[config.mk]
export PLATFORM = sky130hd
export DESIGN_NAME = soc_bus_decode
export DESIGN_NICKNAME = d
export VERILOG_FILES = /design/src/source/soc_bus_pkg.sv /design/src/source/soc_map_pkg.sv /design/src/source/soc_bus_decode.sv
export SDC_FILE = /design/constraint.sdc
export NUM_CORES = 1
export LEC_CHECK = 0
export ABC_AREA = 1
export ABC_CLOCK_PERIOD_IN_PS = 1780
export BUFFER_PORTS_ARGS = -buffer_cell sky130_fd_sc_hd__clkbuf_2
export CAP_MARGIN = 30
export CORE_UTILIZATION = 30
export DETAILED_ROUTE_END_ITERATION = 10
export PLACE_DENSITY = 0.91
export SKIP_LAST_GASP = 1
export SLEW_MARGIN = 25
export SYNTH_ARGS = -nofsm -noshare
export SYNTH_HDL_FRONTEND = slang
export SYNTH_SLANG_ARGS = --single-unit
export TNS_END_PERCENT = 1
[constraint.sdc]
create_clock -name vclk -period 1.78
set_input_delay 0.089 -clock vclk [all_inputs]
set_output_delay 0.089 -clock vclk [all_outputs]
set_load 0.02 [all_outputs]
[src/source/soc_bus_pkg.sv]
// Request and response types of the processor memory bus.
// A requester holds a request until it sees ready in the response.

package soc_bus_pkg;

  localparam int unsigned WORD_W = 32;
  localparam int unsigned STRB_W = 4;

  // request from the processor side
  // any set strobe bit makes the request a write
  typedef struct packed {
    logic              valid;
    logic              instr;
    logic [WORD_W-1:0] addr;
    logic [WORD_W-1:0] wdata;
    logic [STRB_W-1:0] wstrb;
  } bus_req_t;

  // response back to the processor
  typedef struct packed {
    logic              ready;
    logic              fault;
    logic [WORD_W-1:0] rdata;
  } bus_rsp_t;

endpackage

[src/source/soc_map_pkg.sv]
// Address map and fixed system values of the SoC interconnect.
// Imported by the decoder, the targets and the testbench.

package soc_map_pkg;

  //////////////////////////////////////////////////////////////////////
  // boot ram
  localparam int unsigned RAM_WORDS  = 1024;
  localparam int unsigned RAM_ADDR_W = $clog2(RAM_WORDS);

  //////////////////////////////////////////////////////////////////////
  // i/o window and register addresses
  localparam logic [31:0] IO_BASE = 32'h1000_0000;
  localparam logic [31:0] IO_LAST = 32'h1200_0000;

  localparam logic [31:0] UART_DATA_ADDR = 32'h1000_0000;
  localparam logic [31:0] UART_LSR_ADDR  = 32'h1000_0004;

  localparam logic [31:0] DIV_ADDR      = 32'h1000_0010;
  localparam logic [31:0] CPU_FREQ_ADDR = 32'h1000_0014;
  localparam logic [31:0] MEM_SIZE_ADDR = 32'h1000_0018;

  // reboot fires only when the low half of the data carries the key
  localparam logic [31:0] REBOOT_ADDR = 32'h1100_0000;
  localparam logic [15:0] REBOOT_KEY  = 16'h7777;

  //////////////////////////////////////////////////////////////////////
  // system values visible to software
  localparam logic [31:0] SYSTEM_CLK_HZ  = 32'd25_000_000;
  localparam logic [31:0] MEM_SIZE_BYTES = 32'd4096;

  // clock cycles per serial bit after reset
  localparam logic [15:0] DIV_RESET = 16'd16;

  // line status bits, 16550 positions shifted into the second byte
  localparam int unsigned LSR_THRE_BIT = 13;
  localparam int unsigned LSR_TEMT_BIT = 14;

  // one select per accepted request
  typedef enum logic [2:0] {
    NONE, RAM, UART, SYSCTL, SILENT, FAULT
  } target_e;

endpackage
[src/source/soc_bus_decode.sv]
// Address decoder of the interconnect.
// Classifies a pending request into exactly one target or an access fault.

`timescale 1ns/1ns

module soc_bus_decode
  import soc_map_pkg::*;
  import soc_bus_pkg::*;
(
  input  bus_req_t bus_req_i,
  input  logic     busy_i,
  output target_e  sel_o,
  output logic     write_o
);

  logic in_ram;
  logic in_io;
  logic is_uart;
  logic is_sysctl;

  //////////////////////////////////////////////////////////////////////
  // address classification

  // ram occupies the bottom of the map
  assign in_ram = bus_req_i.addr < (RAM_WORDS * 4);

  assign in_io = (bus_req_i.addr >= IO_BASE) && (bus_req_i.addr <= IO_LAST);

  assign is_uart = (bus_req_i.addr == UART_DATA_ADDR) ||
                   (bus_req_i.addr == UART_LSR_ADDR);

  assign is_sysctl = (bus_req_i.addr == DIV_ADDR)      ||
                     (bus_req_i.addr == CPU_FREQ_ADDR) ||
                     (bus_req_i.addr == MEM_SIZE_ADDR) ||
                     (bus_req_i.addr == REBOOT_ADDR);

  assign write_o = |bus_req_i.wstrb;

  //////////////////////////////////////////////////////////////////////
  // target selection

  always_comb begin
    sel_o = NONE;
    if (bus_req_i.valid && !busy_i) begin
      if (in_ram) begin
        sel_o = RAM;
      end else if (bus_req_i.instr) begin
        // code runs from the boot ram only
        sel_o = FAULT;
      end else if (is_uart) begin
        sel_o = UART;
      end else if (is_sysctl) begin
        sel_o = SYSCTL;
      end else if (in_io) begin
        // unused i/o reads as zero without a fault
        sel_o = SILENT;
      end else begin
        sel_o = FAULT;
      end
    end
  end

endmodule

==> results.sh <==
export IMPL_drv_slew=0
export IMPL_crit_chain="clkbuf_2 > nor2_1 > nand2_2 > nor2_4 > nand3_2 > nor2_1 > nor2_1 > nand2_2 > nand2_2 > nor2_2 > clkbuf_2"
export IMPL_drive_gt1_frac=0.520
export IMPL_crit_arrival_ps=1170
export IMPL_period_needed_ps=1260
export IMPL_drc=0
export IMPL_required_ps=1690
export IMPL_critPathLaunchType="primary input"
export IMPL_yosysWarnings=0
export IMPL_synth_cells=82
export IMPL_clkbuf_count=0
export IMPL_cp_max_fo=3
export IMPL_yosysTopAreaCell="nor2_1"
export IMPL_critPathLaunch="bus_req_i[55]"
export IMPL_viasPerCell=4.32
export IMPL_regArea_um2=0
export IMPL_holdWs_ps=488
export IMPL_die_h_um=38.7
export IMPL_final_hold_viol_count=0
export IMPL_yosys_area_top_type_share=0.241
export IMPL_synth_area_leaders="nor2_1, nor2_2, nand2_2"
export IMPL_maxCapViolCount=0
export IMPL_cts_hold_buf=0
export IMPL_rows=12
export IMPL_drt_iter0_markers=6
export IMPL_synth_most_common_cell="nor2_1"
export IMPL_dr_total_vias=600
export IMPL_dr_pass1_iters=4
export IMPL_ir_drop_v=0.0000822
export IMPL_start_util=0.345
export IMPL_power_leakage_nw=0.340
export IMPL_drt_met1_wl_um=423
export IMPL_crit_slowest_cell="nor2_1"
export IMPL_status="finished clean"
export IMPL_n_antenna_cell=0
export IMPL_detail_route_antenna_nets=0
export IMPL_ys_seq_area_frac=0
export IMPL_nets=198
export IMPL_overflow=0
export IMPL_fmax_ghz=0.795
export IMPL_area_growth_pct=57.6
export IMPL_coreArea_um2=1170
export IMPL_finalSetupViolations=0
export IMPL_grt_usage=0.154
export IMPL_io_buffers=43
export IMPL_grt_pass1_vias=495
export IMPL_syn_area_per_cell_um2=4.93
export IMPL_dpl_cell_area_um2=637
export IMPL_detail_route_wl_per_cell_um=7.28
export IMPL_path_class="primary input to output port"
export IMPL_wl_met2_um=502
export IMPL_tightest_slew_ps=182
export IMPL_post_cts_resize_count=0
export IMPL_die_w_um=38.7
export IMPL_endpoint_kind="output port"
export IMPL_routabilityCongestion=0.814
export IMPL_synthesis_nets=153
export IMPL_pin_count=75
export IMPL_placed_cells=139
export IMPL_fin_setup_tns_ps=0
export IMPL_finalNonFillerCells=139
export IMPL_antenna_found_initial=0
export IMPL_grt_pass1_wl_mm=1.73
export IMPL_syn_area_um2=404
export IMPL_fillCellCount=130
export IMPL_netlist_cell_type_count=12
export IMPL_post_cts_repair_setup_buffers=0
export IMPL_cpPeakStageDelay_ps=170
export IMPL_p_per_area_nw_per_um2=144
export IMPL_period_share=0.706
export IMPL_cp_endpoint="sel_o[1]"
export IMPL_seq_cells=0
export IMPL_rsz0062_at_grt="no"
export IMPL_maxSlewHeadroom=0.878
export IMPL_hp_class="primary input to output port"
export IMPL_multi_input_area_um2=355
export IMPL_fin_area_um2=637
export IMPL_dr_max_layer_used="met3"
export IMPL_post_dp_hpwl_um=991
export IMPL_die_area_um2=1500
export IMPL_grt_max_degree=5
export IMPL_wl_met3_um=86
export IMPL_synth_common_cells="nor2_1, inv_1, nand2_1"
export IMPL_drt_wl_total_mm=1.01
## where the power goes
group | switching [mW] | total [mW] | internal (mW)
Clock | 0 | 0 | 0
Sequential | 0 | 0 | 0
Combinational | 0.0460 | 0.0917 | 0.0457
## cells by family (layout without fill, tap and decap cells)
| logic type | count (synthesis) | in the layout | synth area share |
|---|---|---|---|
| simple gates | 67 | 67 | 0.854 |
| compound gates | 2 | 2 | 0.0248 |
| buf+inv | 13 | 56 | 0.121 |
## placed cells by master (no fill, tap or decap), drive strengths merged
| cell | n |
|---|---|
| a21oi | 2 |
| clkbuf | 43 |
| inv | 13 |
| nand2 | 18 |
| nand3 | 7 |
| nand4 | 2 |
| nor2 | 38 |
| nor3 | 1 |
| or4 | 1 |
## per-stage QoR
stage	total power, mW	util	worst slack [ps]
global placement	0.0895	0.544	567
global route	0.104	0.544	400
detailed placement	0.0927	0.544	522
CTS	0.0931	0.544	516
finish	0.0917	0.544	523
floorplan	0.0376	-	750
## critical path: cells and delay by family
| kind | cells | cell delay, ps |
|---|---|---|
| buffers and inverters | 2 | 250 |
| and+or+nand+nor | 9 | 840 |
## per-layer routing
metal  vias to the layer above  global-route usage
li1                        336                   -
met1                       237               0.176
met2                        27               0.325
met3                         0                   0
met4                         0                   0
met5                         -                   0
## cell type report
class,count,area share
Multi-Input combinational cell,69,0.558
Timing Repair Buffer,43,0.338
Inverter,13,0.0766
Tap cell,14,0.0275
## worst min path at each step
| stage | slack [ps] | from | end | cells after the start |
|---|---|---|---|---|
| after CTS | 490 | bus_req_i[2] | write_o | 3 |
| after global placement | 490 | bus_req_i[2] | write_o | 3 |
| final | 490 | bus_req_i[2] | write_o | 3 |
| after detailed placement | 490 | bus_req_i[2] | write_o | 3 |
| after global routing | 510 | bus_req_i[2] | write_o | 3 |
| after floorplan | 340 | bus_req_i[68] | sel_o[1] | 3 |
No activity file was read; power rests on OpenSTA's default activity.
