--- src/source/soc_bus_pkg.sv ---
// Request and response types of the processor memory bus.
// A requester holds a request until it sees ready in the response.

package soc_bus_pkg;

  localparam int unsigned WORD_W = 32;
  localparam int unsigned STRB_W = 4;

  // request from the processor side
  // any set strobe bit makes the request a write
  typedef struct packed {
    logic              valid;
    logic              instr;
    logic [WORD_W-1:0] addr;
    logic [WORD_W-1:0] wdata;
    logic [STRB_W-1:0] wstrb;
  } bus_req_t;

  // response back to the processor
  typedef struct packed {
    logic              ready;
    logic              fault;
    logic [WORD_W-1:0] rdata;
  } bus_rsp_t;

endpackage

--- src/source/soc_map_pkg.sv ---
// Address map and fixed system values of the SoC interconnect.
// Imported by the decoder, the targets and the testbench.

package soc_map_pkg;

  //////////////////////////////////////////////////////////////////////
  // boot ram
  localparam int unsigned RAM_WORDS  = 1024;
  localparam int unsigned RAM_ADDR_W = $clog2(RAM_WORDS);

  //////////////////////////////////////////////////////////////////////
  // i/o window and register addresses
  localparam logic [31:0] IO_BASE = 32'h1000_0000;
  localparam logic [31:0] IO_LAST = 32'h1200_0000;

  localparam logic [31:0] UART_DATA_ADDR = 32'h1000_0000;
  localparam logic [31:0] UART_LSR_ADDR  = 32'h1000_0004;

  localparam logic [31:0] DIV_ADDR      = 32'h1000_0010;
  localparam logic [31:0] CPU_FREQ_ADDR = 32'h1000_0014;
  localparam logic [31:0] MEM_SIZE_ADDR = 32'h1000_0018;

  // reboot fires only when the low half of the data carries the key
  localparam logic [31:0] REBOOT_ADDR = 32'h1100_0000;
  localparam logic [15:0] REBOOT_KEY  = 16'h7777;

  //////////////////////////////////////////////////////////////////////
  // system values visible to software
  localparam logic [31:0] SYSTEM_CLK_HZ  = 32'd25_000_000;
  localparam logic [31:0] MEM_SIZE_BYTES = 32'd4096;

  // clock cycles per serial bit after reset
  localparam logic [15:0] DIV_RESET = 16'd16;

  // line status bits, 16550 positions shifted into the second byte
  localparam int unsigned LSR_THRE_BIT = 13;
  localparam int unsigned LSR_TEMT_BIT = 14;

  // one select per accepted request
  typedef enum logic [2:0] {
    NONE, RAM, UART, SYSCTL, SILENT, FAULT
  } target_e;

endpackage
--- src/source/soc_uart_tx.sv ---
// Serial transmitter with data and line-status registers.
// One byte per accepted data write, 8N1, bit time set by div_i.

`timescale 1ns/1ns

module soc_uart_tx
  import soc_map_pkg::*;
  import soc_bus_pkg::*;
(
  input  logic              clk,
  input  logic              resetn,
  input  bus_req_t          bus_req_i,
  input  logic              sel_i,
  input  logic [15:0]       div_i,
  output logic              ready_o,
  output logic [WORD_W-1:0] rdata_o,
  output logic              uart_tx_o
);

  logic        write;
  logic        start;
  logic        bit_end;
  logic [15:0] period;
  logic        busy_q;
  logic [9:0]  shift_q;
  logic [15:0] cnt_q;
  logic [3:0]  bit_q;

  assign write = |bus_req_i.wstrb;

  // writes arriving mid-frame are acknowledged and lost
  assign start = sel_i && write && (bus_req_i.addr == UART_DATA_ADDR) && !busy_q;

  // zero divisor behaves as one
  assign period  = (div_i == 16'd0) ? 16'd1 : div_i;
  assign bit_end = (cnt_q == period - 16'd1);

  //////////////////////////////////////////////////////////////////////
  // serializer

  always_ff @(posedge clk) begin
    if (!resetn) begin
      busy_q  <= 1'b0;
      shift_q <= '1;
      cnt_q   <= '0;
      bit_q   <= '0;
    end else if (start) begin
      busy_q  <= 1'b1;
      // stop, data, start; the lsb goes out first
      shift_q <= {1'b1, bus_req_i.wdata[7:0], 1'b0};
      cnt_q   <= '0;
      bit_q   <= '0;
    end else if (busy_q) begin
      if (bit_end) begin
        cnt_q   <= '0;
        shift_q <= {1'b1, shift_q[9:1]};
        bit_q   <= bit_q + 4'd1;
        if (bit_q == 4'd9) busy_q <= 1'b0;
      end else begin
        cnt_q <= cnt_q + 16'd1;
      end
    end
  end

  // line idles high since ones shift in behind the frame
  assign uart_tx_o = shift_q[0];

  //////////////////////////////////////////////////////////////////////
  // bus side

  always_ff @(posedge clk) begin
    if (!resetn) ready_o <= 1'b0;
    else ready_o <= sel_i;
  end

  always_ff @(posedge clk) begin
    if (sel_i) begin
      rdata_o <= '0;
      if (bus_req_i.addr == UART_LSR_ADDR) begin
        rdata_o[LSR_THRE_BIT] <= !busy_q;
        rdata_o[LSR_TEMT_BIT] <= !busy_q;
      end
    end
  end

endmodule

--- config.mk ---
export PLATFORM = sky130hd
export DESIGN_NAME = soc_uart_tx
export DESIGN_NICKNAME = d
export VERILOG_FILES = /design/src/source/soc_bus_pkg.sv /design/src/source/soc_map_pkg.sv /design/src/source/soc_uart_tx.sv
export SDC_FILE = /design/constraint.sdc
export NUM_CORES = 1
export LEC_CHECK = 0
export BUFFER_PORTS_ARGS = -buffer_cell sky130_fd_sc_hd__buf_2
export CORE_MARGIN = 3
export CORE_UTILIZATION = 46
export DETAILED_ROUTE_END_ITERATION = 16
export GPL_ROUTABILITY_DRIVEN = 0
export GPL_TIMING_DRIVEN = 0
export PLACE_DENSITY = 0.88
export SLEW_MARGIN = 5
export SYNTH_ARGS = -nofsm -noshare
export SYNTH_HDL_FRONTEND = slang
export SYNTH_SLANG_ARGS = --single-unit
--- constraint.sdc ---
create_clock -name clk -period 4.65 [get_ports clk]
set_clock_uncertainty 0.15 [all_clocks]
set_input_delay 0.465 -clock clk [delete_from_list [all_inputs] [get_ports clk]]
set_output_delay 0.465 -clock clk [all_outputs]
set_load 0.005 [all_outputs]
==> results.md <==
* Netlist Area Pre-Place at 0.00242 mm²
* Setup_tns at 0 ps
* Worst Setup Path Type: primary input to register
* HPWL Detailed at ~4600 µm
* ANT cells at 0
* Bufs and invs on worst path at 3
* Die X at ~79 µm
* Max_cap viols at 0
* Gr ovfl total at 0
* Period utilization at a little over four fifths
* Seq/Total Area, Yosys at a little over a quarter
* Primary FF master, synth: dfxtp_1
* Starting density of the core at 49.2%
* Final setup viols at 0
* Top-area cell type share of the netlist area at 25.7%
* CP max-delay cell: or4_4
* Final wirelength at 5650 µm
* Initial DRC count at about 120
* Cells after synthesis at 300
* Worst IR drop on VDD at around 0.19 mV
* FMAX at about 0.26 GHz
* Post-cts sizing count at 0
* Largest cells by area after synthesis: dfxtp_1 (26%), buf_4 (9.6%), xor2_1 (6.2%)
* Final Max Tran Viols at 0
* Setup Fix Bufs, Post-CTS at 0
* Clock sink total at 32
* Storage cell area at 651 µm²
* Total Power at 0.623 mW
* Req. time, crit path at 4680 ps
* Initial antenna violation count at 0
* Crit path max fanout at 10
* Wirelength per Cell at around 12 µm
* Yosys warns at 0
* Vias in the first global route at 2324
* CTS tree: built
* Row Count at 25
* # port buffers at 65
* DR pass1 iterations at 4
* DRC errors left at 0
* Xor/xnor cell area share of the yosys netlist at 10.9%
* Power Density at 205 mW/mm²
* Fillers at 430
* Die Footprint at 0.00616 mm²
* Area growth, synth to finish at 25.7%
* Root cell of the clock tree: clkbuf_8
* Period minus WS final at between 3000 and 4000 ps
* Max Root-Sink Buffers at 2
* Via count at 2389
* DP Area at 0.00294 mm²
* Worst path top cell family by delay: simple AND/OR/NAND/NOR gates
* Final ANT Viol Nets at 0
* CTS buffer count at 5
* CP endpoint kind: register
* Die height at 78.5 µm
* Nets at ~500
* EDFF count, synth at 1
* Worst EP arrival at a little under 4000 ps
* Share of post-route cells with drive strength above 1 at 29.6%
* Synth Area in Simple Gates at 30.0%
* #FFs+latches synth at 32
* Post-synth ARST share at 0%
* Post-Synth Adder-Cell Area at 2.07%
* First-pass GRT wire length at 9780 µm
* Worst path cell trace: buf_2 -> or4_4 -> or2_1 -> nor2_1 -> nor2_1 -> ha_1 -> nor3b_2 -> a311oi_1 -> a32oi_1 -> a2111oi_4 -> nand4_2 -> buf_6 -> o21bai_2 -> buf_2 -> nor2_1
* Synth Area in Compound Gates at 16.8%
* Final instance area at 0.00304 mm²
* Worst-Margin Slew at 618 ps
* Clock-pin slew on the worst setup and hold paths at 70 ps
* Syn_area_per_cell at 8.06 µm²
* Hold Vio Cnt, Final at 0
* Status: completed
* Number of vias per cell at about 5
* Footprint of the multi-input gates at roughly 0.0016 mm²
* Worst path most repeated cell: nor2_1
* Largest family of logic cells by synthesized area: simple AND/OR/NAND/NOR gates
* Setup repair after global routing missed its margin: false
* GR Util All Layers at 19.4%
* Mux cell area share after synthesis at 0.931%
* Worst Setup Start Kind: primary input
* Io pins at 123
* H-tree depth at 2
* Worst min path class: primary input to register
* Clk Latency, worst-skew pair at 290 ps
* Core area at 0.00491 mm²
* Pin count of the biggest net entering global routing at 11
* Hold buffers post-CTS at 0
* Final hold slack at 246 ps
* P_leak at 1.29 nW
* Largest area contributor in the netlist: dfxtp_1
* Max incr delay on CP at between 500 and 600 ps
* Netlist cell types at 60
* Slew margin rel. at 58.5%
stage by stage:
stage | util, % | cells | worst slack [ps]
floorplan | - | 329 | 1010
global placement | 59.8 | 461 | 624
detailed placement | 59.8 | 461 | 480
CTS | 61.9 | 469 | 775
global route | 61.9 | 469 | 480
finish | 61.9 | 469 | 733
layer usage:
layer / up-vias / routed length [µm] / GRT usage [%]
li1: 1224 / - / -
met1: 1059 / 2420 / 22.5
met2: 96 / 2760 / 34.1
met3: 10 / 371 / 4.93
met4: 0 / 97 / 6.99
met5: - / 0 / 0
layout make-up:
cell class,instances,area share (%)
plain buffers,41,9.22
clock buffers,7,3.21
clock inverters,1,0.165
inverters,5,0.618
multi-input cells,251,51.9
flip-flops and latches,32,21.4
well taps,67,2.76
repair buffers,65,10.7
cell families (layout without fill, tap and decap cells):
family	after synthesis	in the layout
buf+inv	46	119
mux	2	2
xor+xnor	30	30
other cells	1	30
simple gates	127	127
fa+ha+maj	4	4
flops	32	32
compound gates	58	58
cell usage after synthesis, types with 2 or more instances:
master     n
or3_1      3
o21bai_1   2
nor3b_1    2
inv_1      5
nor4b_2    2
a41oi_1    7
o21ai_1   13
o211ai_1   2
nand4_1    7
a32oi_1    2
nor4_1    11
clkbuf_1   5
a21oi_1   15
and2_1     3
buf_4     31
xnor2_1   13
nor3_1     4
nand3_1   10
mux2_1     2
and3_1     6
nand2b_1   3
nor4_2     4
xor2_1    17
buf_1      2
buf_2      2
nand2_1   17
nor2b_1    3
or4_1      2
o31ai_1    3
and4_1     2
nor2_1    37
ha_1       4
or2_1      2
dfxtp_1   31
path summary, 6_finish.rpt:
kind	startpoint	endpoint	slack, ps	cells after the start
hold reg to reg	shift_q[3]$_SDFFE_PN1P_	shift_q[3]$_SDFFE_PN1P_	330	2
hold / removal	sel_i	rdata_o[13]$_SDFFCE_PP0P_	250	1
setup reg to reg	cnt_q[9]$_SDFFE_PP0P_	cnt_q[13]$_SDFFE_PP0P_	1890	9
setup / recovery	div_i[0]	cnt_q[13]$_SDFFE_PP0P_	730	15
power breakdown:
part | switching [mW] | internal (mW)
Sequential | 0.000312 | 0.276
Clock | 0.106 | 0.137
Combinational | 0.0494 | 0.0540
Total | 0.156 | 0.467
state kept, by name, indices dropped and copies added, names as in the netlist:
signal   flops
ready_o      1
bit_q        4
shift_q      9
rdata_o      1
busy_q       1
cnt_q       16
cell usage in the layout, fill, tap and decap left out, types with 2 or more instances in the layout:
cell type,synthesis,layout
nor2b_1,3,3
a41oi_1,7,7
nor4_1,11,11
nor3b_1,2,2
a32oi_1,2,2
o21ai_1,13,13
dfxtp_1,31,31
nor4b_2,2,2
nand2b_1,3,3
o211ai_1,2,2
xor2_1,17,17
buf_2,2,67
xnor2_1,13,13
or4_1,2,2
buf_1,2,2
ha_1,4,4
nor3_1,4,4
or3_1,3,3
inv_1,5,5
buf_4,31,31
and2_1,3,3
nor4_2,4,4
clkbuf_8,0,5
o31ai_1,3,3
mux2_1,2,2
and3_1,6,6
o21bai_1,2,2
nor2_1,37,37
and4_1,2,2
or2_1,2,2
nand4_1,7,7
conb_1,1,30
nand3_1,10,10
a21oi_1,15,15
clkbuf_1,5,6
nand2_1,17,17
Note: power is estimated with default switching activity, not from simulation.
