File: config.mk
export PLATFORM = sky130hd
export DESIGN_NAME = soc_sysctl
export DESIGN_NICKNAME = d
export VERILOG_FILES = /design/src/source/soc_bus_pkg.sv /design/src/source/soc_map_pkg.sv /design/src/source/soc_sysctl.sv
export SDC_FILE = /design/constraint.sdc
export NUM_CORES = 1
export LEC_CHECK = 0
export BUFFER_PORTS_ARGS = -buffer_cell sky130_fd_sc_hd__buf_4
export CAP_MARGIN = 20
export CORE_AREA = 2 2 68 70
export CTS_BUF_LIST = sky130_fd_sc_hd__clkbuf_8
export CTS_CLUSTER_DIAMETER = 50
export CTS_CLUSTER_SIZE = 8
export DETAILED_ROUTE_END_ITERATION = 16
export DIE_AREA = 0 0 70 72
export PLACE_DENSITY = 0.79
export SLEW_MARGIN = 40
export SYNTH_ARGS = -nofsm -noshare
export SYNTH_HDL_FRONTEND = slang
export SYNTH_SLANG_ARGS = --single-unit
File: constraint.sdc
create_clock -name clk -period 1.8 [get_ports clk]
set_clock_uncertainty 0.1 [all_clocks]
set_input_delay 0.09 -clock clk [delete_from_list [all_inputs] [get_ports clk]]
set_output_delay 0.09 -clock clk [all_outputs]
set_load 0.005 [all_outputs]
File: src/source/soc_bus_pkg.sv
// Request and response types of the processor memory bus.
// A requester holds a request until it sees ready in the response.

package soc_bus_pkg;

  localparam int unsigned WORD_W = 32;
  localparam int unsigned STRB_W = 4;

  // request from the processor side
  // any set strobe bit makes the request a write
  typedef struct packed {
    logic              valid;
    logic              instr;
    logic [WORD_W-1:0] addr;
    logic [WORD_W-1:0] wdata;
    logic [STRB_W-1:0] wstrb;
  } bus_req_t;

  // response back to the processor
  typedef struct packed {
    logic              ready;
    logic              fault;
    logic [WORD_W-1:0] rdata;
  } bus_rsp_t;

endpackage

File: src/source/soc_map_pkg.sv
// Address map and fixed system values of the SoC interconnect.
// Imported by the decoder, the targets and the testbench.

package soc_map_pkg;

  //////////////////////////////////////////////////////////////////////
  // boot ram
  localparam int unsigned RAM_WORDS  = 1024;
  localparam int unsigned RAM_ADDR_W = $clog2(RAM_WORDS);

  //////////////////////////////////////////////////////////////////////
  // i/o window and register addresses
  localparam logic [31:0] IO_BASE = 32'h1000_0000;
  localparam logic [31:0] IO_LAST = 32'h1200_0000;

  localparam logic [31:0] UART_DATA_ADDR = 32'h1000_0000;
  localparam logic [31:0] UART_LSR_ADDR  = 32'h1000_0004;

  localparam logic [31:0] DIV_ADDR      = 32'h1000_0010;
  localparam logic [31:0] CPU_FREQ_ADDR = 32'h1000_0014;
  localparam logic [31:0] MEM_SIZE_ADDR = 32'h1000_0018;

  // reboot fires only when the low half of the data carries the key
  localparam logic [31:0] REBOOT_ADDR = 32'h1100_0000;
  localparam logic [15:0] REBOOT_KEY  = 16'h7777;

  //////////////////////////////////////////////////////////////////////
  // system values visible to software
  localparam logic [31:0] SYSTEM_CLK_HZ  = 32'd25_000_000;
  localparam logic [31:0] MEM_SIZE_BYTES = 32'd4096;

  // clock cycles per serial bit after reset
  localparam logic [15:0] DIV_RESET = 16'd16;

  // line status bits, 16550 positions shifted into the second byte
  localparam int unsigned LSR_THRE_BIT = 13;
  localparam int unsigned LSR_TEMT_BIT = 14;

  // one select per accepted request
  typedef enum logic [2:0] {
    NONE, RAM, UART, SYSCTL, SILENT, FAULT
  } target_e;

endpackage
File: src/source/soc_sysctl.sv
// System control registers: serial divisor, clock frequency, memory size
// and the reboot trigger. Answers one cycle after its select.

`timescale 1ns/1ns

module soc_sysctl
  import soc_map_pkg::*;
  import soc_bus_pkg::*;
(
  input  logic              clk,
  input  logic              resetn,
  input  bus_req_t          bus_req_i,
  input  logic              sel_i,
  output logic              ready_o,
  output logic [WORD_W-1:0] rdata_o,
  output logic [15:0]       uart_div_o,
  output logic              reboot_o
);

  logic        write;
  logic        reboot_hit;
  logic [15:0] div_q;

  assign write = |bus_req_i.wstrb;

  assign reboot_hit = sel_i && write && (bus_req_i.addr == REBOOT_ADDR) &&
                      (bus_req_i.wdata[15:0] == REBOOT_KEY);

  // ready and the reboot pulse
  always_ff @(posedge clk) begin
    if (!resetn) begin
      ready_o  <= 1'b0;
      reboot_o <= 1'b0;
    end else begin
      ready_o  <= sel_i;
      reboot_o <= reboot_hit;
    end
  end

  // divisor, byte lanes 0 and 1 only
  always_ff @(posedge clk) begin
    if (!resetn) begin
      div_q <= DIV_RESET;
    end else if (sel_i && write && (bus_req_i.addr == DIV_ADDR)) begin
      if (bus_req_i.wstrb[0]) div_q[7:0]  <= bus_req_i.wdata[7:0];
      if (bus_req_i.wstrb[1]) div_q[15:8] <= bus_req_i.wdata[15:8];
    end
  end

  // read mux, frequency and size are constants
  always_ff @(posedge clk) begin
    if (sel_i) begin
      case (bus_req_i.addr)
        DIV_ADDR:      rdata_o <= {16'h0000, div_q};
        CPU_FREQ_ADDR: rdata_o <= SYSTEM_CLK_HZ;
        MEM_SIZE_ADDR: rdata_o <= MEM_SIZE_BYTES;
        default:       rdata_o <= '0;
      endcase
    end
  end

  assign uart_div_o = div_q;

endmodule

==> results of run 1 <==
-- routing by layer --
layer | vias up | wire length [um]
met1 | 661 | 1720
met5 | - | 0
li1 | 737 | -
met4 | 0 | 68
met3 | 9 | 281
met2 | 57 | 2330
-- worst max path at each step --
stage | endpoint | slack (ns) | cells after the start
global placement | uart_div_o[10] | 0.13 | 6
CTS | reboot_o | 0.35 | 5
floorplan | uart_div_o[0] | 0.20 | 4
global route | reboot_o | 0.25 | 5
finish | reboot_o | 0.39 | 5
detailed placement | uart_div_o[0] | 0.10 | 6
-- critical path, delay by kind of cell --
| family | cells | cell delay (ns) |
|---|---|---|
| AND/OR/NAND/NOR | 3 | 0.71 |
| buffers and inverters | 2 | 0.68 |
-- per-stage QoR --
step	hold WS (ns)	utilization [%]	std cells
5_1_grt	0.0458	64.2	317
3_3_place_gp	0.258	57.8	293
3_5_place_dp	0.261	57.8	293
6_report	0.0456	64.2	317
2_1_floorplan	0.102	-	163
4_1_cts	0.0310	64.2	317
-- area by class of cell --
class / count / share of cell area [%]
sequential: 35 / 31.8
tap: 52 / 2.38
timing repair buffer: 115 / 33.9
inverter: 1 / 0.137
multi-input combinational: 106 / 27.7
clock buffer: 5 / 2.51
clock inverter: 3 / 1.60
-- placed cells by master, fill, tap and decap left out, drive strengths merged, types with 5 or more instances in the layout --
cell	count
clkbuf	5
dfxtp	18
dlygate4sd3	16
nand2	32
conb	9
edfxtp	17
and2	13
mux2i	16
buf	99
nor4	11
-- power by group through the flow --
stage          sequential (mW)  combinational (mW)  clock [mW]
6_report                 0.860               0.243       0.704
5_1_grt                  0.862               0.261       0.744
4_1_cts                  0.859               0.243       0.723
3_5_place_dp             0.877               0.215           0
3_3_place_gp             0.877               0.210           0
2_1_floorplan            0.880              0.0722           0
-- state kept, by name (all words and copies together) (netlist names) --
name,count
rdata_o,17
uart_div_o,16
ready_o,1
reboot_o,1
-- kinds of logic after synthesis --
family / Yosys count / share of synthesized area [%]
muxes: 16 / 9.26
and+or+nand+nor: 76 / 30.2
AOI/OAI and AO/OA: 5 / 2.02
buffers and inverters: 22 / 8.03
DFF: 35 / 50.3
other: 1 / 0.217
-- repair_timing --
| action | CTS | global route |
|---|---|---|
| hold buffers | 16 | 0 |
| buffers inserted | 0 | 0 |
| endpoints found under the setup margin | 0 | 0 |
| endpoints found under the hold margin | 16 | 0 |
==> out/qor.csv, run 1 <==
stage,metric,value,unit
yosys,Post-Syn Area,1730,um2
detailed_routing,final wirelength,4.40,mm
pwr,logic gate share of total power,13.4,%
worst_hold_path,Min-Delay Path Depth,2,
timing,final setup margin,0.393,ns
floorplanning,Die X,70,um
pwr,PwrDens,660,nW/um2
clock_network,CTS resizes,0,
timing,RSZ-0062 raised after global routing,false,
placed_design,PortBufs,95,
yosys,YS warnings,0,
worst_setup_path,reg2reg path depth,3,
timing,final period utilization,78.2,%
global_route,met2 Use GR,34.2,%
pwr,Pwr Total,1.81,mW
global_route,vias in the first global route,1469,
cells_and_area,Finished Cell Area,2740,um2
worst_setup_path,Critical Path Fanout Max,2,
worst_setup_path,r2r endpoint,rdata_o[12],
clock_network,TritonCTS clock tree,yes,
yosys,sequential-to-total area share from yosys stat,50.3,%
detailed_routing,final antenna-violating net count,0,
worst_setup_path,crit start category,primary input,
worst_setup_path,worst path arrival time,1.49,ns
global_route,grt met3 use,4.86,%
worst_hold_path,HP Class,in -> reg,
floorplanning,Row Count,24,
timing,Final setup violation count,0,
pwr,maximum VDD drop,0.471,mV
clock_network,"CTS clk-pin slew, worst paths",0.07,ns
pwr,clock share of power,39.0,%
detailed_routing,number of detailed-route iterations in the first pass,4,
yosys,"EDFF count, synth",17,
yosys,library cells used by synthesis,27,
yosys,#FFs+latches synth,35,
worst_setup_path,crit path cell chain,dlygate4sd3_1 > buf_4 > nor4bb_1 > nand4_1 > nor4_1,
detailed_routing,WL/cell,13.9,um
timing,Hold Fails Final Rpt,0,
yosys,Post-Syn Instances,155,
clock_network,clock sinks,35,
cells_and_area,fill count,378,
yosys,most common cell in the synthesized netlist,nand2_1,
cells_and_area,ANT cells,0,
worst_setup_path,Crit-path slowest cell,dlygate4sd3_1,
floorplanning,I/O Pins,123,
yosys,Commonest cells post-synth,"nand2_1 (32), dfxtp_1 (18), edfxtp_1 (17)",
worst_setup_path,CP endpoint kind,flop,
yosys,top-area cell type share of the netlist area,29.5,%
global_route,met1 usage,19.5,%
worst_setup_path,"Req. time, crit path",1.88,ns
worst_setup_path,reg2reg start,uart_div_o[12],
detailed_routing,Via density,4.62,
floorplanning,Die Area,5040,um2
yosys,most area-consuming cells after synthesis,"edfxtp_1 (30%), dfxtp_1 (21%), mux2i_1 (9.3%)",
worst_hold_path,Worst Hold End,rdata_o[14],
cells_and_area,Area Growth Syn to Fin,58.2,%
placed_design,placed cell areas,2460,um2
job,max_cap viols,0,
worst_setup_path,kind of critical path,in -> reg,
yosys,Synth Flop Type,dfxtp_1,
pwr,Lkg Pwr,1.17,nW
global_route,first-pass GRT wire length,6.95,mm
floorplanning,CORE AREA,4260,um2
clock_network,Inserted Clock Buffers,5,
yosys,mean post-synth cell area,11.2,um2
cells_and_area,proportion of layout cells with a drive suffix above 1,45.3,%
global_route,Overall Global Routing Usage,18.0,%
placed_design,RePlAce Congestion,0.684,
global_route,global route total overflow,0,
worst_setup_path,R2R setup slack,0.67,ns
detailed_routing,DR iter-0 viols,66,
worst_hold_path,HP Start,bus_req_i[38],
yosys,Synth area leader,edfxtp_1,
global_route,pin count of the biggest net entering global routing,35,
cells_and_area,sequential cell area,871,um2
pwr,sequential share of power,47.6,%
placed_design,Setup WS pre-CTS,0.101,ns
worst_setup_path,crit-path max cell delay,0.54,ns
floorplanning,Die H,72,um
placed_design,Post-DP HPWL,3.21,mm
timing,total negative slack,0,ns
clock_network,H-tree levels,2,
pwr,P_int,1.41,mW
yosys,Post-synth ARST share,0,%
pwr,Sw Pwr,396,uW
clock_network,insertion delay to the later sink of the worst-skew pair,0.29,ns
timing,final worst path period need,1.41,ns
detailed_routing,# DRC,0,
clock_network,maximum root-to-sink buffer count,2,
global_route,initial antenna violation count,0,
detailed_routing,detailed-route via count,1464,
worst_setup_path,origin of the worst setup path,bus_req_i[19],
cells_and_area,multi-input logic area,757,um2
timing,"Slew Viols, Final",0,
run_status,outcome,completed,
cells_and_area,layout net count,337,
floorplanning,Initial Utilization,40.6,%
timing,Fmax,711,MHz
pwr,switching share of total power,21.9,%
global_route,Most Crowded Layer GR,met2,
clock_network,root buffer cell,clkbuf_8,
No activity file was read; power rests on OpenSTA's default activity.
==> inputs of run 2 (changes only) <==
Settings changed: ABC_AREA from default to 1, CORE_AREA 2 2 68 70 to 2 2 73 75, DIE_AREA 0 0 70 72 to 0 0 75 77, PLACE_DENSITY 0.79 to 0.77.
Clock period 1.8 ns to 1.2 ns, I/O delays scaled along.
==> out/qor.csv, run 2 <==
stage,metric,value,unit
global_route,first-pass GRT wire length,7.47,mm
clock_network,maximum root-to-sink buffer count,2,
job,max_cap viols,0,
yosys,largest family of logic cells by synthesized area,simple AND/OR/NAND/NOR gates,
worst_setup_path,r2r endpoint,rdata_o[6],
placed_design,RePlAce Congestion,0.824,
cells_and_area,Finished Layout Cells,425,
detailed_routing,number of detailed-route iterations in the first pass,4,
worst_setup_path,crit-path max cell delay,0.21,ns
cells_and_area,layout net count,427,
worst_setup_path,Critical Path Fanout Max,7,
yosys,top-area cell type share of the netlist area,26.8,%
worst_hold_path,HP Class,in -> reg,
detailed_routing,# DRC,0,
cells_and_area,Final Util,58.9,%
floorplanning,I/O Pins,123,
worst_hold_path,Worst Hold End,uart_div_o[9],
worst_setup_path,"CP delay by family, top",simple AND/OR/NAND/NOR gates,
cells_and_area,most frequent cells in the layout,"buf_4 (106), inv_1 (52), nand2_1 (37), nor2_1 (33), nand4_1 (22)",
worst_setup_path,worst path arrival time,1.23,ns
yosys,#FFs+latches synth,35,
cells_and_area,"commonest non-fill, non-tap cell in the layout",buf_4,
yosys,multiplexer share of the synthesized area,0,%
timing,Hold Fails Final Rpt,0,
yosys,most area-consuming cells after synthesis,"edfxtp_1 (27%), dfxtp_1 (19%), inv_1 (10%)",
worst_hold_path,Min-Delay Path Depth,5,
yosys,YS warnings,0,
detailed_routing,final wirelength,4.86,mm
timing,Final setup violation count,0,
yosys,Commonest cells post-synth,"inv_1 (51), nor2_1 (44), nand2_1 (41)",
cells_and_area,Largest Register,rdata_o,
run_status,outcome,completed,
yosys,most common cell in the synthesized netlist,inv_1,
worst_setup_path,"Req. time, crit path",1.28,ns
yosys,Post-Syn Area,1910,um2
placed_design,dpl cells,407,
floorplanning,Initial Utilization,38.3,%
pwr,logic gate share of total power,15.5,%
worst_setup_path,kind of critical path,in -> reg,
timing,Slew headroom,61.6,%
yosys,Post-Syn Instances,245,
global_route,Overall Global Routing Usage,16.8,%
cells_and_area,sequential cell area,871,um2
pwr,clock share of power,32.0,%
detailed_routing,Via density,4.45,
global_route,initial antenna violation count,0,
worst_setup_path,reg2reg start,uart_div_o[6],
yosys,Post-Synth Adder-Cell Area,0,%
placed_design,Post-DP HPWL,3.64,mm
pwr,Lkg Pwr,1.44,nW
timing,Slew @ Worst Pin,0.575,ns
detailed_routing,final antenna-violating net count,0,
cells_and_area,proportion of layout cells with a drive suffix above 1,40.3,%
yosys,Post-synth ARST share,0,%
worst_setup_path,crit start category,primary input,
floorplanning,Die H,77,um
timing,total negative slack,0,ns
detailed_routing,DR iter-0 viols,121,
cells_and_area,fill count,442,
worst_setup_path,R2R setup slack,0.39,ns
timing,"Slew Viols, Final",0,
pwr,Pwr Total,2.43,mW
floorplanning,Die X,75,um
yosys,Simple-Gate Fraction of Synth Area,32.7,%
floorplanning,Row Count,26,
yosys,Synth Flop Type,dfxtp_1,
yosys,sequential-to-total area share from yosys stat,45.7,%
yosys,Synth Area in XOR/XNOR,0,%
yosys,Synth area leader,edfxtp_1,
timing,RSZ-0062 raised after global routing,true,
pwr,PwrDens,830,nW/um2
worst_setup_path,CP bufs+invs,2,
global_route,pin count of the biggest net entering global routing,20,
clock_network,root buffer cell,clkbuf_8,
clock_network,TritonCTS clock tree,yes,
clock_network,H-tree levels,2,
worst_setup_path,crit path cell chain,buf_4 > nor2_4 > nand2_1 > nor2_2 > nand2_4 > nor2_8 > buf_12 > nand4_1 > nand2_1 > nor2_1,
cells_and_area,Area Growth Syn to Fin,53.7,%
clock_network,clock sinks,35,
clock_network,Inserted Clock Buffers,5,
worst_setup_path,"most used cell, CP",nand2_1,
clock_network,"CTS clk-pin slew, worst paths",0.06,ns
detailed_routing,WL/cell,11.4,um
worst_hold_path,HP Start,bus_req_i[13],
yosys,library cells used by synthesis,23,
worst_setup_path,Crit-path slowest cell,nor2_8,
worst_setup_path,CP endpoint kind,flop,
timing,hold slack final,0.0128,ns
floorplanning,Die Area,5780,um2
timing,Fmax,871,MHz
cells_and_area,max FFs per register,17,
pwr,sequential share of power,52.5,%
global_route,vias in the first global route,1772,
pwr,P_int,1.87,mW
worst_setup_path,reg2reg path depth,2,
pwr,maximum VDD drop,0.441,mV
yosys,Compound-Gate Fraction of Synth Area,2.56,%
timing,final worst path period need,1.15,ns
cells_and_area,ANT cells,0,
detailed_routing,detailed-route via count,1893,
clock_network,insertion delay to the later sink of the worst-skew pair,0.28,ns
pwr,switching share of total power,23.0,%
yosys,"EDFF count, synth",17,
cells_and_area,multi-input logic area,773,um2
placed_design,PortBufs,95,
timing,final period utilization,95.7,%
yosys,mean post-synth cell area,7.78,um2
global_route,global route total overflow,0,
floorplanning,CORE AREA,4980,um2
pwr,Sw Pwr,559,uW
-- run 2: through the flow --
step	setup slack [ns]	instance area (um2)
2_1_floorplan	0.0126	1940
3_3_place_gp	-0.191	2670
3_5_place_dp	-0.221	2670
4_1_cts	0.0723	2830
5_1_grt	-0.0291	2930
6_report	0.0518	2930
-- run 2: metal layers --
metal  GRT usage (%)  vias to the layer above  share of wire (%)
met1            19.1                      829                 37
met4            6.07                        0                1.9
met2            30.0                       93                 53
li1                -                      962                  -
met5               0                        -                  0
met3            3.29                        9                8.0
-- run 2: worst min-delay path, delay by kind of cell --
family	cells	cell delay [ns]
and+or+nand+nor	3	0.18
buffers and inverters	2	0.11
-- run 2: cell type report --
| type | instances | area share (%) |
|---|---|---|
| sequential | 35 | 29.7 |
| tap | 70 | 2.99 |
| clock buffer | 5 | 2.35 |
| multi-input combinational | 144 | 26.4 |
| clock inverter | 3 | 0.427 |
| inverter | 52 | 6.74 |
| timing repair buffer | 116 | 31.4 |
-- run 2: what timing repair did --
| action | in CTS | in global routing |
|---|---|---|
| gates resized for setup | 0 | 25 |
| endpoints found under the setup margin | 0 | 20 |
| hold buffers | 8 | 0 |
| hold endpoints to repair | 4 | 0 |
| buffers inserted | 0 | 1 |
-- run 2: cells by family after synthesis --
kind of cell           count (synthesis)
and+or+nand+nor                      128
buffers and inverters                 74
DFF                                   35
AOI/OAI and AO/OA                      7
other                                  1
-- run 2: worst max-delay path by stage --
stage	start	end	cells past startpoint
global route	bus_req_i[49]	uart_div_o[2]	10
finish	bus_req_i[41]	uart_div_o[6]	10
global placement	bus_req_i[51]	rdata_o[12]	8
floorplan	bus_req_i[51]	uart_div_o[7]	9
CTS	bus_req_i[63]	rdata_o[13]	8
detailed placement	bus_req_i[63]	rdata_o[13]	8
-- run 2: power groups by stage --
| stage | registers (mW) | logic, mW | clock network, mW |
|---|---|---|---|
| after floorplan | 1.31 | 0.137 | 0 |
| after global placement | 1.30 | 0.327 | 0 |
| after detailed placement | 1.30 | 0.331 | 0 |
| after CTS | 1.28 | 0.354 | 0.796 |
| after global routing | 1.28 | 0.410 | 0.843 |
| final | 1.28 | 0.377 | 0.777 |
==> inputs of run 3 (changes only) <==
Settings changed: CORE_AREA 2 2 73 75 to 2 2 84 66, DIE_AREA 0 0 75 77 to 0 0 86 68, PLACE_DENSITY 0.77 to 0.76.
==> out/qor.csv, run 3 (synthesis results as in run 2) <==
stage,metric,value,unit
timing,final period utilization,97.2,%
clock_network,H-tree levels,2,
global_route,first-pass GRT wire length,7.72,mm
detailed_routing,detailed-route via count,1791,
cells_and_area,layout net count,424,
timing,Hold Fails Final Rpt,0,
worst_setup_path,reg2reg path depth,2,
worst_hold_path,HP Start,bus_req_i[12],
worst_hold_path,Worst Hold End,uart_div_o[8],
run_status,outcome,completed,
cells_and_area,proportion of layout cells with a drive suffix above 1,37.3,%
clock_network,root buffer cell,clkbuf_8,
floorplanning,Die Area,5850,um2
timing,"Slew Viols, Final",0,
detailed_routing,final wirelength,4.80,mm
placed_design,placed cell areas,2670,um2
worst_hold_path,HP Class,in -> reg,
clock_network,insertion delay to the later sink of the worst-skew pair,0.28,ns
cells_and_area,max FFs per register,17,
clock_network,Inserted Clock Buffers,5,
timing,Final setup violation count,0,
worst_setup_path,"Req. time, crit path",1.31,ns
placed_design,RePlAce Congestion,0.812,
pwr,maximum VDD drop,0.368,mV
global_route,global route total overflow,0,
placed_design,Post-DP HPWL,3.84,mm
worst_setup_path,reg2reg start,uart_div_o[6],
global_route,vias in the first global route,1714,
cells_and_area,Area Growth Syn to Fin,49.9,%
detailed_routing,DR iter-0 viols,91,
clock_network,clock sinks,35,
floorplanning,Die X,86,um
cells_and_area,ANT cells,0,
worst_hold_path,Min-Delay Path Depth,5,
clock_network,"CTS clk-pin slew, worst paths",0.07,ns
cells_and_area,"commonest non-fill, non-tap cell in the layout",buf_4,
timing,Slew @ Worst Pin,0.572,ns
cells_and_area,Finished Cell Area,2860,um2
detailed_routing,final antenna-violating net count,0,
detailed_routing,Via density,4.34,
floorplanning,Initial Utilization,37.4,%
pwr,Pwr Total,2.62,mW
worst_setup_path,R2R setup slack,0.37,ns
timing,hold slack final,0.00352,ns
timing,final worst path period need,1.17,ns
placed_design,dpl cells,400,
worst_setup_path,Critical Path Fanout Max,2,
global_route,pin count of the biggest net entering global routing,20,
pwr,PwrDens,918,nW/um2
timing,Fmax,857,MHz
worst_setup_path,r2r endpoint,rdata_o[6],
worst_setup_path,worst path arrival time,1.28,ns
floorplanning,CORE AREA,5090,um2
pwr,Lkg Pwr,1.41,nW
cells_and_area,most frequent cells in the layout,"buf_4 (106), inv_1 (52), nor2_1 (43), nand2_1 (39), nand4_1 (22)",
worst_setup_path,CP endpoint kind,flop,
worst_setup_path,crit start category,primary input,
worst_setup_path,kind of critical path,in -> reg,
floorplanning,Row Count,23,
timing,final setup margin,0.0335,ns
cells_and_area,Largest Register,rdata_o,
clock_network,postcts setup bufs,0,
detailed_routing,number of detailed-route iterations in the first pass,4,
detailed_routing,WL/cell,11.6,um
clock_network,TritonCTS clock tree,yes,
clock_network,maximum root-to-sink buffer count,2,
global_route,Overall Global Routing Usage,17.4,%
floorplanning,Die H,68,um
placed_design,Setup WS pre-CTS,-0.247,ns
global_route,initial antenna violation count,0,
floorplanning,I/O Pins,123,
timing,Slew headroom,61.7,%
placed_design,PortBufs,95,
job,max_cap viols,0,
cells_and_area,Finished Layout Cells,413,
detailed_routing,# DRC,0,
==> run 3: changes by cell type in the layout (fill, tap and decap cells not counted), sizes merged <==
cell,previous run,this run
inv,54,53
dlygate4sd3,8,6
clkinv,1,0
bufinv,0,1
clkbuf,6,5
==> run 3: through the flow <==
step / util (%) / setup TNS [ns]
after CTS: 55.5 / 0
after global routing: 56.1 / -0.0244
after global placement: 52.3 / -4.62
after floorplan: - / 0
final: 56.1 / 0
after detailed placement: 52.3 / -6.18
==> run 3: where the power goes <==
group          switching [mW]  internal [mW]  total [mW]
Sequential            0.00862           1.27        1.28
Combinational           0.153          0.201       0.354
Clock                   0.392          0.600       0.992
==> run 3: what timing repair did <==
item / CTS / global route
resized for setup: 0 / 9
hold buffers: 6 / 0
setup endpoints to repair: 0 / 24
hold endpoints to repair: 2 / 0
==> run 3: critical path, stage by stage <==
cell	delay [ns]
buf_4	0.12
dlygate4sd3_1	0.56
nor4_2	0.27
nand4_1	0.14
nor2_1	0.14
==> run 3: final cells by class <==
cell class / instances / area (um2)
repair buffers: 113 / 876
clock inverters: 2 / 33.8
inverters: 52 / 198
well taps: 62 / 77.6
clock buffers: 5 / 68.8
multi-input cells: 144 / 734
fillers: 481 / 2230
flip-flops and latches: 35 / 871
==> run 3: per-layer routing <==
metal,routed length (um),vias to the layer above,part of all wire (%),GRT usage (%)
met5,0,-,0,0
met4,64,0,1.3,5.95
met3,341,9,7.1,5.07
met2,2360,62,49,29.8
met1,2030,769,42,21.1
li1,-,951,-,-
==> run 3: worst max-delay path by stage <==
stage | startpoint | to | slack [ns] | cells after the start
detailed placement | bus_req_i[63] | rdata_o[11] | -0.25 | 8
floorplan | bus_req_i[51] | uart_div_o[7] | 0.01 | 9
global placement | bus_req_i[37] | uart_div_o[7] | -0.18 | 10
finish | bus_req_i[41] | reboot_o | 0.03 | 5
CTS | bus_req_i[63] | rdata_o[11] | 0.05 | 8
global route | bus_req_i[37] | uart_div_o[9] | -0.01 | 10
